**src/hdl/ossc_pkg.sv**
```systemverilog
// Shared widths, OSD palette and LED patterns for the video glue logic.
// Palette words are packed red-green-blue with red in the top byte.
// Buttons are active low, so an all-ones vector means nothing is pressed.

package ossc_pkg;

    // bits per colour channel on every video bus
    parameter int COLOR_W = 8;

    // front-panel buttons
    parameter int BTN_W = 6;

    // status LEDs, bit 2 down to bit 0 is blue, green, red on the board
    parameter int LED_W = 3;

    // OSD colour index as delivered by the OSD generator
    typedef enum logic [1:0] {
        OSD_BLACK  = 2'h0,
        OSD_BLUE   = 2'h1,
        OSD_YELLOW = 2'h2,
        OSD_WHITE  = 2'h3
    } osd_color_t;

    // palette words, {r, g, b}
    parameter logic [3*COLOR_W-1:0] OSD_RGB_BLACK  = 24'h000000;
    parameter logic [3*COLOR_W-1:0] OSD_RGB_BLUE   = 24'h0000ff;
    parameter logic [3*COLOR_W-1:0] OSD_RGB_YELLOW = 24'hffff00;
    parameter logic [3*COLOR_W-1:0] OSD_RGB_WHITE  = 24'hffffff;

    // only the red LED lit while the system is off
    parameter logic [LED_W-1:0] LED_POWEROFF = 3'b001;

endpackage
```
**src/hdl/ossc_core.sv**
```systemverilog
// Board-level glue of the video path and front panel, all on CLK27_i.
// Pixel latency from the source pins to the HDMITX pins is fixed at 3 cycles.
// OSD enable and colour lead the HDMITX pins by 2 cycles, capture_sel_i by 3.

module ossc_core #(
    parameter int unsigned LED_HOLD_CYCLES = 32'd16777215,
    parameter bit          R_LSB_CLEAR     = 1'b1
) (
    input  logic                         CLK27_i,
    input  logic                         po_reset_n,

    input  logic                         capture_sel_i,
    input  logic                         sys_poweron_i,
    input  logic                         adap_lm_i,
    input  logic                         osd_enable_i,
    input  ossc_pkg::osd_color_t         osd_color_i,
    input  logic                         resync_strobe_i,
    input  logic [ossc_pkg::BTN_W-1:0]   BTN_i,

    input  logic [ossc_pkg::COLOR_W-1:0] isl_r_i,
    input  logic [ossc_pkg::COLOR_W-1:0] isl_g_i,
    input  logic [ossc_pkg::COLOR_W-1:0] isl_b_i,
    input  logic                         isl_hsync_i,
    input  logic                         isl_vsync_i,
    input  logic                         isl_de_i,

    input  logic [ossc_pkg::COLOR_W-1:0] hdmirx_r_i,
    input  logic [ossc_pkg::COLOR_W-1:0] hdmirx_g_i,
    input  logic [ossc_pkg::COLOR_W-1:0] hdmirx_b_i,
    input  logic                         hdmirx_hsync_i,
    input  logic                         hdmirx_vsync_i,
    input  logic                         hdmirx_de_i,

    output logic [ossc_pkg::COLOR_W-1:0] HDMITX_R_o,
    output logic [ossc_pkg::COLOR_W-1:0] HDMITX_G_o,
    output logic [ossc_pkg::COLOR_W-1:0] HDMITX_B_o,
    output logic                         HDMITX_HSYNC_o,
    output logic                         HDMITX_VSYNC_o,
    output logic                         HDMITX_DE_o,
    output logic [ossc_pkg::BTN_W-1:0]   btn_sync_o,
    output logic [ossc_pkg::LED_W-1:0]   LED_o
);

    logic [ossc_pkg::COLOR_W-1:0] capt_r;
    logic [ossc_pkg::COLOR_W-1:0] capt_g;
    logic [ossc_pkg::COLOR_W-1:0] capt_b;
    logic                         capt_hsync;
    logic                         capt_vsync;
    logic                         capt_de;

    capture_select capture_select_i (
        .CLK27_i        (CLK27_i),
        .po_reset_n     (po_reset_n),
        .capture_sel_i  (capture_sel_i),
        .isl_r_i        (isl_r_i),
        .isl_g_i        (isl_g_i),
        .isl_b_i        (isl_b_i),
        .isl_hsync_i    (isl_hsync_i),
        .isl_vsync_i    (isl_vsync_i),
        .isl_de_i       (isl_de_i),
        .hdmirx_r_i     (hdmirx_r_i),
        .hdmirx_g_i     (hdmirx_g_i),
        .hdmirx_b_i     (hdmirx_b_i),
        .hdmirx_hsync_i (hdmirx_hsync_i),
        .hdmirx_vsync_i (hdmirx_vsync_i),
        .hdmirx_de_i    (hdmirx_de_i),
        .r_o            (capt_r),
        .g_o            (capt_g),
        .b_o            (capt_b),
        .hsync_o        (capt_hsync),
        .vsync_o        (capt_vsync),
        .de_o           (capt_de)
    );

    osd_overlay #(
        .R_LSB_CLEAR (R_LSB_CLEAR)
    ) osd_overlay_i (
        .CLK27_i      (CLK27_i),
        .po_reset_n   (po_reset_n),
        .osd_enable_i (osd_enable_i),
        .osd_color_i  (osd_color_i),
        .r_i          (capt_r),
        .g_i          (capt_g),
        .b_i          (capt_b),
        .hsync_i      (capt_hsync),
        .vsync_i      (capt_vsync),
        .de_i         (capt_de),
        .r_o          (HDMITX_R_o),
        .g_o          (HDMITX_G_o),
        .b_o          (HDMITX_B_o),
        .hsync_o      (HDMITX_HSYNC_o),
        .vsync_o      (HDMITX_VSYNC_o),
        .de_o         (HDMITX_DE_o)
    );

    panel_status #(
        .LED_HOLD_CYCLES (LED_HOLD_CYCLES)
    ) panel_status_i (
        .CLK27_i         (CLK27_i),
        .po_reset_n      (po_reset_n),
        .btn_i           (BTN_i),
        .resync_strobe_i (resync_strobe_i),
        .sys_poweron_i   (sys_poweron_i),
        .adap_lm_i       (adap_lm_i),
        .btn_sync_o      (btn_sync_o),
        .led_o           (LED_o)
    );

endmodule

```
**src/hdl/panel_status.sv**
```systemverilog
// Front-panel button synchronizers, resync LED stretcher and LED pattern.
// Buttons are active low. resync_strobe_i may be fully asynchronous.
// A strobe rising edge keeps LED 0 lit for LED_HOLD_CYCLES clock cycles.

module panel_status #(
    parameter int unsigned LED_HOLD_CYCLES = 32'd16777215
) (
    input  logic                       CLK27_i,
    input  logic                       po_reset_n,
    input  logic [ossc_pkg::BTN_W-1:0] btn_i,
    input  logic                       resync_strobe_i,
    input  logic                       sys_poweron_i,
    input  logic                       adap_lm_i,

    output logic [ossc_pkg::BTN_W-1:0] btn_sync_o,
    output logic [ossc_pkg::LED_W-1:0] led_o
);

    localparam int CNT_W = $clog2(LED_HOLD_CYCLES + 1);

    logic [ossc_pkg::BTN_W-1:0] btn_sync1;
    logic                       strobe_sync1;
    logic                       strobe_sync2;
    logic                       strobe_prev;
    logic                       strobe_rise;
    logic [CNT_W-1:0]           hold_cnt;
    logic                       btn_released;

    // two-flop synchronizers, released state during reset
    always_ff @(posedge CLK27_i or negedge po_reset_n) begin
        if (!po_reset_n) begin
            btn_sync1  <= '1;
            btn_sync_o <= '1;
        end else begin
            btn_sync1  <= btn_i;
            btn_sync_o <= btn_sync1;
        end
    end

    always_ff @(posedge CLK27_i or negedge po_reset_n) begin
        if (!po_reset_n) begin
            strobe_sync1 <= 1'b0;
            strobe_sync2 <= 1'b0;
            strobe_prev  <= 1'b0;
        end else begin
            strobe_sync1 <= resync_strobe_i;
            strobe_sync2 <= strobe_sync1;
            strobe_prev  <= strobe_sync2;
        end
    end

    assign strobe_rise = strobe_sync2 & ~strobe_prev;

    // a new edge restarts the hold time
    always_ff @(posedge CLK27_i or negedge po_reset_n) begin
        if (!po_reset_n) begin
            hold_cnt <= '0;
        end else if (strobe_rise) begin
            hold_cnt <= CNT_W'(LED_HOLD_CYCLES);
        end else if (hold_cnt != '0) begin
            hold_cnt <= hold_cnt - CNT_W'(1);
        end
    end

    assign btn_released = &btn_sync_o;

    // bit 2 down to bit 0: limited-range mode, idle buttons, resync seen
    assign led_o = sys_poweron_i ? {adap_lm_i, btn_released, (hold_cnt != '0)}
                                 : ossc_pkg::LED_POWEROFF;

endmodule

```
**src/hdl/osd_overlay.sv**
```systemverilog
// OSD colour overlay followed by the HDMI transmitter launch register.
// osd_enable_i and osd_color_i must be aligned with the incoming pixel.
// R_LSB_CLEAR drops red bit 0, a workaround for a board signal-integrity fault.

module osd_overlay #(
    parameter bit R_LSB_CLEAR = 1'b1
) (
    input  logic                         CLK27_i,
    input  logic                         po_reset_n,
    input  logic                         osd_enable_i,
    input  ossc_pkg::osd_color_t         osd_color_i,

    input  logic [ossc_pkg::COLOR_W-1:0] r_i,
    input  logic [ossc_pkg::COLOR_W-1:0] g_i,
    input  logic [ossc_pkg::COLOR_W-1:0] b_i,
    input  logic                         hsync_i,
    input  logic                         vsync_i,
    input  logic                         de_i,

    output logic [ossc_pkg::COLOR_W-1:0] r_o,
    output logic [ossc_pkg::COLOR_W-1:0] g_o,
    output logic [ossc_pkg::COLOR_W-1:0] b_o,
    output logic                         hsync_o,
    output logic                         vsync_o,
    output logic                         de_o
);

    logic [3*ossc_pkg::COLOR_W-1:0] palette_rgb;
    logic [3*ossc_pkg::COLOR_W-1:0] rgb_out;
    logic                           hsync_out;
    logic                           vsync_out;
    logic                           de_out;

    always_comb begin
        case (osd_color_i)
            ossc_pkg::OSD_BLACK:  palette_rgb = ossc_pkg::OSD_RGB_BLACK;
            ossc_pkg::OSD_BLUE:   palette_rgb = ossc_pkg::OSD_RGB_BLUE;
            ossc_pkg::OSD_YELLOW: palette_rgb = ossc_pkg::OSD_RGB_YELLOW;
            default:              palette_rgb = ossc_pkg::OSD_RGB_WHITE;
        endcase
    end

    // overlay stage, sync and DE untouched
    always_ff @(posedge CLK27_i or negedge po_reset_n) begin
        if (!po_reset_n) begin
            rgb_out   <= '0;
            hsync_out <= 1'b0;
            vsync_out <= 1'b0;
            de_out    <= 1'b0;
        end else begin
            rgb_out   <= osd_enable_i ? palette_rgb : {r_i, g_i, b_i};
            hsync_out <= hsync_i;
            vsync_out <= vsync_i;
            de_out    <= de_i;
        end
    end

    // launch register to the transmitter pins
    always_ff @(posedge CLK27_i or negedge po_reset_n) begin
        if (!po_reset_n) begin
            {r_o, g_o, b_o} <= '0;
            hsync_o         <= 1'b0;
            vsync_o         <= 1'b0;
            de_o            <= 1'b0;
        end else begin
            {r_o, g_o, b_o} <= rgb_out;
            if (R_LSB_CLEAR) begin
                r_o[0] <= 1'b0;
            end
            hsync_o <= hsync_out;
            vsync_o <= vsync_out;
            de_o    <= de_out;
        end
    end

endmodule

```
**src/hdl/capture_select.sv**
```systemverilog
// Registered selection between the digitizer and HDMI receiver streams.
// Both sources must already be in the CLK27_i domain.
// One register stage; colour, sync and DE switch on the same edge.

module capture_select (
    input  logic                         CLK27_i,
    input  logic                         po_reset_n,
    input  logic                         capture_sel_i,

    input  logic [ossc_pkg::COLOR_W-1:0] isl_r_i,
    input  logic [ossc_pkg::COLOR_W-1:0] isl_g_i,
    input  logic [ossc_pkg::COLOR_W-1:0] isl_b_i,
    input  logic                         isl_hsync_i,
    input  logic                         isl_vsync_i,
    input  logic                         isl_de_i,

    input  logic [ossc_pkg::COLOR_W-1:0] hdmirx_r_i,
    input  logic [ossc_pkg::COLOR_W-1:0] hdmirx_g_i,
    input  logic [ossc_pkg::COLOR_W-1:0] hdmirx_b_i,
    input  logic                         hdmirx_hsync_i,
    input  logic                         hdmirx_vsync_i,
    input  logic                         hdmirx_de_i,

    output logic [ossc_pkg::COLOR_W-1:0] r_o,
    output logic [ossc_pkg::COLOR_W-1:0] g_o,
    output logic [ossc_pkg::COLOR_W-1:0] b_o,
    output logic                         hsync_o,
    output logic                         vsync_o,
    output logic                         de_o
);

    always_ff @(posedge CLK27_i or negedge po_reset_n) begin
        if (!po_reset_n) begin
            r_o     <= '0;
            g_o     <= '0;
            b_o     <= '0;
            hsync_o <= 1'b0;
            vsync_o <= 1'b0;
            de_o    <= 1'b0;
        end else if (capture_sel_i) begin
            // HDMI receiver
            r_o     <= hdmirx_r_i;
            g_o     <= hdmirx_g_i;
            b_o     <= hdmirx_b_i;
            hsync_o <= hdmirx_hsync_i;
            vsync_o <= hdmirx_vsync_i;
            de_o    <= hdmirx_de_i;
        end else begin
            // analog digitizer
            r_o     <= isl_r_i;
            g_o     <= isl_g_i;
            b_o     <= isl_b_i;
            hsync_o <= isl_hsync_i;
            vsync_o <= isl_vsync_i;
            de_o    <= isl_de_i;
        end
    end

endmodule

```
**config.mk**
```make
export PLATFORM = sky130hd
export DESIGN_NAME = ossc_core
export DESIGN_NICKNAME = d
export VERILOG_FILES = /design/src/hdl/ossc_pkg.sv /design/src/hdl/ossc_core.sv /design/src/hdl/panel_status.sv /design/src/hdl/osd_overlay.sv /design/src/hdl/capture_select.sv
export SDC_FILE = /design/constraint.sdc
export NUM_CORES = 1
export LEC_CHECK = 0
export ABC_AREA = 1
export BUFFER_PORTS_ARGS = -buffer_cell sky130_fd_sc_hd__buf_2
export CAP_MARGIN = 10
export CORE_UTILIZATION = 40
export CTS_CLUSTER_DIAMETER = 150
export DETAILED_ROUTE_END_ITERATION = 6
export SLEW_MARGIN = 10
export SYNTH_ARGS = -nofsm -noshare
export SYNTH_HDL_FRONTEND = slang
export SYNTH_HIERARCHICAL = 1
export SYNTH_SLANG_ARGS = --single-unit
```
**constraint.sdc**
```tcl
create_clock -name CLK27_i -period 1.7 [get_ports CLK27_i]
set_input_delay 0.34 -clock CLK27_i [delete_from_list [all_inputs] [get_ports CLK27_i]]
set_output_delay 0.34 -clock CLK27_i [all_outputs]
set_load 0.03 [all_outputs]
```
==> results of run 1 <==
## per-stage QoR
stage / total power, W / TNS [ns] / hold slack, ns / cells / instance area [um^2]
2_1_floorplan: 0.00349 / 0 / 0.0444 / 470 / 4650
3_3_place_gp: 0.00375 / 0 / 0.309 / 712 / 5320
3_5_place_dp: 0.00377 / 0 / 0.316 / 712 / 5320
4_1_cts: 0.00767 / -0.589 / 0.0124 / 759 / 6120
5_1_grt: 0.00795 / -0.269 / 0.0113 / 764 / 6220
6_report: 0.00761 / -0.144 / 0.0255 / 764 / 6220
## per-layer routing
layer  part of all wire  up-vias
met5                  0        -
met4              0.021        0
met3              0.064       17
met2               0.49      110
met1               0.43     1639
li1                   -     1748
## timing repair
action,in CTS,in global routing
setup buffers,14,6
endpoints found under the hold margin,17,0
hold buffers,1,0
cloned,0,1
resized for setup,14,17
pin swaps,7,5
endpoints found under the setup margin,1,21
## report_power, final
part	switching [W]	internal (W)
sequential	0.0000822	0.00300
combinational	0.000449	0.000285
clock	0.00128	0.00251
## path summary, 6_finish.rpt
kind	slack [ns]	cells after the start	start	endpoint
hold reg to reg	0.34	0	panel_status_i/strobe_sync1	panel_status_i/strobe_sync2
setup reg to reg	0.09	10	panel_status_i/hold_cnt[1]	panel_status_i/hold_cnt[20]
max in group asynchronous	0.66	3	po_reset_n	capture_select_i/r_o[1]
hold / removal	0.03	1	BTN_i[0]	panel_status_i/btn_sync1[0]
setup / recovery	-0.14	5	panel_status_i/hold_cnt[12]	LED_o[0]
min in group asynchronous	0.42	2	po_reset_n	panel_status_i/hold_cnt[18]
## final cells by class
type | count | area (um^2) | share of cell area
Inverter | 29 | 119 | 0.0191
Sequential cell | 117 | 2950 | 0.475
Multi-Input combinational cell | 314 | 1570 | 0.253
Timing Repair Buffer | 129 | 758 | 0.122
Clock inverter | 14 | 200 | 0.0322
Clock buffer | 18 | 439 | 0.0706
Tap cell | 143 | 179 | 0.0288
## registers in the layout, indices dropped and copies added (netlist names), 6 cells and up
| register | flops |
|---|---|
| panel_status_i/btn_sync_o | 6 |
| capture_select_i/r_o | 7 |
| osd_overlay_i/b_o | 8 |
| osd_overlay_i/r_o | 7 |
| osd_overlay_i/rgb_out | 23 |
| panel_status_i/hold_cnt | 24 |
| capture_select_i/b_o | 8 |
| panel_status_i/btn_sync1 | 6 |
| capture_select_i/g_o | 8 |
| osd_overlay_i/g_o | 8 |
## worst max-delay path, cell delays in order, from the launching register on
cell and delay [ns]:
dfrtp_2 0.44, nor2_4 0.15, nand2_2 0.09, nor2_2 0.12, nand4_1 0.13, buf_6 0.16
## layout by cell type (no fill, tap or decap), drive strengths merged
cell type,n
a21oi,13
buf,128
bufinv,4
clkbuf,18
clkinv,4
clkinvlp,3
conb,1
dfrtp,105
dfstp,12
dlygate4sd3,1
ha,2
inv,32
nand2,182
nand3,26
nand3b,4
nand4,10
nor2,61
nor3,4
o21a,1
o21ai,6
or2,1
xnor2,1
xor2,2
==> metrics.yaml, run 1 <==
fin_crit_ns: 1.84
postSynthCellCount: 470
num_io_pins: 105
p_leak_nw: 2.98
min_period_over_period: 1.08
cts_tree: "yes"
die_w_um: 110
path_clk_slew_ns: 0.06
grt_max_degree: 56
finalClockSkew_ns: 0.0105
htreeDepth: 4
die-area_um2: 12100
cts-buffers-inserted: 17
grt_pass1_vias: 3419
setup_viol: 1
p_per_area_nw_per_um2: 1220
grt_setup_unrepaired: "true"
nFillCells: 999
n_antenna_cell: 0
slew_headroom: 0.666
top_usage_layer: "met2"
met2_usage: 0.283
die-height_um: 110
core_area_um2: 11400
critPathKind: "flip-flop to primary output"
drive_above_1_share: 0.372
max_clock_freq_mhz: 542
place_ws_ns: 0.0374
grt_pass1_wl_um: 15700
ant_nets: 0
grt_use_met3: 0.0664
clock_latency_ns: 0.41
syn_area_um2: 4650
viasPerCell: 4.60
firstDrtPassIters: 6
slew_violations: 0
dpl.hpwl_um: 6450
root_buffer: "clkbuf_16"
numPortBuffers: 101
route.detailed.drc: 0
hold_class: "primary input to flip-flop"
ys_warn_count: 6
grt_util_all_layers: 0.177
antenna_found_initial: 0
outcome: "complete, but fails checks"
cap_violations: 0
clockBufferDepth: 2
avgSynthCellArea_um2: 9.89
overflow: 0
worst_slack_ns: -0.144
num_vias: 3514
critPathLaunchType: "flip-flop"
required_ns: 1.36
worst_pin_slew_ns: 0.502
rows: 39
utilization: 0.547
start_util: 0.409
area_growth_pct: 33.7
drt_wl_total_um: 9490
vdd_ir_drop_max_mv: 0.761
final_nets: 679
failed_checks: "setup timing"
use_met1: 0.213
drt_iter0_markers: 171
gp_congestion: 0.883
end_kind: "primary output"
clock-sinks: 117
wl_per_cell_um: 12.4
finalHoldViolations: 0
arrival_ns: 1.50
syn_nets: 541
cp_max_fo: 4
(Power assumes the default switching activity.)
==> run 2, diff against run 1 <==
Settings changed: CORE_UTILIZATION 40 to 44, PLACE_DENSITY set to 0.67, REMOVE_ABC_BUFFERS set to 1.
==> run 2 against run 1 <==
The run still ends with setup timing left. Register-to-register slack is essentially flat. Flip-flop and latch count is the same. Cell count grew 3.3%. Critical path type unchanged. Combinational power grew 13%. Maximum frequency shrank 6.5%. Critical endpoint unchanged. Largest cell class unchanged.
==> metrics.yaml, run 2 (synthesis results as in run 1) <==
cts_tree: "yes"
mostFrequentLayoutCell: "nand2_1"
cp-endpoint: "LED_o[0]"
die-height_um: 105
path_clk_slew_ns: 0.05
place_ws_ns: 0.0788
clock_latency_ns: 0.52
cp_max_fo: 3
wl_per_cell_um: 12.6
regMostFlops: "panel_status_i/hold_cnt"
p_per_area_nw_per_um2: 1120
drt_iter0_markers: 119
viasPerCell: 4.57
numPortBuffers: 101
met2_length_um: 5080
clockBufferDepth: 2
ant_nets: 0
setup_viol: 2
r2r_end: "panel_status_i/hold_cnt[16]"
dpl.hpwl_um: 6510
worst_slack_ns: -0.272
n_antenna_cell: 0
route.detailed.drc: 0
placedCellCount: 705
rows: 37
drt_wl_total_um: 9960
grt_setup_unrepaired: "true"
hold_class: "primary input to flip-flop"
grt_pass1_wl_um: 17000
top_layer_used: "met4"
finalClockSkew_ns: 0.00988
nFillCells: 863
fin_crit_ns: 1.97
gp_congestion: 0.882
met1_length_um: 3990
p_leak_nw: 3.09
ff2ff_path_depth: 11
slew_violations: 0
end_kind: "primary output"
utilization: 0.626
num_io_pins: 105
required_ns: 1.36
cp-startpoint: "panel_status_i/hold_cnt[1]"
final_cells: 789
critPathKind: "flip-flop to primary output"
overflow: 0
arrival_ns: 1.63
slew_headroom: 0.663
fin_area_um2: 6430
placed_cell_area_um2: 5320
start_util: 0.452
max_clock_freq_mhz: 507
final_cell_mix: "nand2_1, dfrtp_1, buf_2"
worst_pin_slew_ns: 0.505
wl_met3_um: 640
failed_checks: "setup timing"
vdd_ir_drop_max_mv: 0.685
outcome: "complete, but fails checks"
final_nets: 711
htreeDepth: 4
root_buffer: "clkbuf_8"
num_vias: 3604
antenna_found_initial: 0
die-area_um2: 11000
cts-buffers-inserted: 17
grt_pass1_vias: 3720
die_w_um: 105
reg_top3: "panel_status_i/hold_cnt: 24 flops, osd_overlay_i/rgb_out: 23 flops"
r2r_start: "panel_status_i/hold_cnt[1]"
core_area_um2: 10300
cap_violations: 0
min_period_over_period: 1.16
critPathLaunchType: "flip-flop"
firstDrtPassIters: 4
area_growth_pct: 38.4
largest_reg_flops: 24
finalHoldViolations: 0
drive_above_1_share: 0.329
clock-sinks: 117
grt_max_degree: 35
grt_util_all_layers: 0.202
r2r_slack_ns: 0.10
==> run 2: cell count changes in the layout (fill, tap and decap cells not counted), sizes merged <==
cell,delta
bufinv,-3
clkinvlp,-1
nand3,-1
buf,-5
inv,-1
clkbuf,+3
clkinv,+2
dlygate4sd3,+38
==> run 2: what timing repair did <==
action | in CTS | in global routing
pin swaps | 6 | 0
hold endpoints to repair | 45 | 0
hold buffers | 39 | 0
buffers inserted | 12 | 1
setup endpoints to repair | 2 | 10
resized for setup | 11 | 5
==> run 2: metal layers <==
metal  global-route usage  up-vias
met5                    0        -
met4               0.0936        0
met1                0.217     1656
met2                0.351      126
li1                     -     1801
met3               0.0761       21
==> run 2: through the flow <==
step	setup TNS, ns	hold WS [ns]	total power (W)
2_1_floorplan	0	0.0444	0.00346
3_5_place_dp	0	0.335	0.00376
5_1_grt	-0.499	0.0170	0.00748
4_1_cts	-0.381	0.0000842	0.00723
6_report	-0.315	0.0264	0.00719
3_3_place_gp	0	0.331	0.00373
==> run 2: cell type report <==
cell class / instances / area, um^2 / area share
Multi-Input combinational cell: 313 / 1530 / 0.238
Clock buffer: 21 / 459 / 0.0714
Clock inverter: 11 / 100 / 0.0156
Sequential cell: 117 / 2940 / 0.457
Timing Repair Buffer: 162 / 1110 / 0.173
Tap cell: 136 / 170 / 0.0264
Inverter: 29 / 119 / 0.0185
==> run 2: power breakdown <==
| group | leakage, nW | internal, W | switching, W |
|---|---|---|---|
| combinational | 1.49 | 0.000352 | 0.000480 |
| sequential | 1.32 | 0.00300 | 0.0000814 |
| clock | 0.274 | 0.00205 | 0.00123 |
==> run 2: worst min-delay path by stage <==
stage	startpoint	end	slack, ns	depth (start not counted)
floorplan	po_reset_n	capture_select_i/b_o[0]	0.04	0
global placement	po_reset_n	panel_status_i/hold_cnt[14]	0.33	1
detailed placement	osd_overlay_i/rgb_out[1]	osd_overlay_i/b_o[1]	0.33	0
CTS	hdmirx_g_i[3]	capture_select_i/g_o[3]	0.00008	3
global route	isl_g_i[2]	capture_select_i/g_o[2]	0.02	3
finish	isl_g_i[2]	capture_select_i/g_o[2]	0.03	3
==> run 2: worst max-delay path: stages, from the launching register on <==
cell and delay (ns):
dfrtp_1 0.40, inv_2 0.10, ha_4 0.17, nand3_2 0.08
nor2_2 0.11, nand4_1 0.11, buf_6 0.16
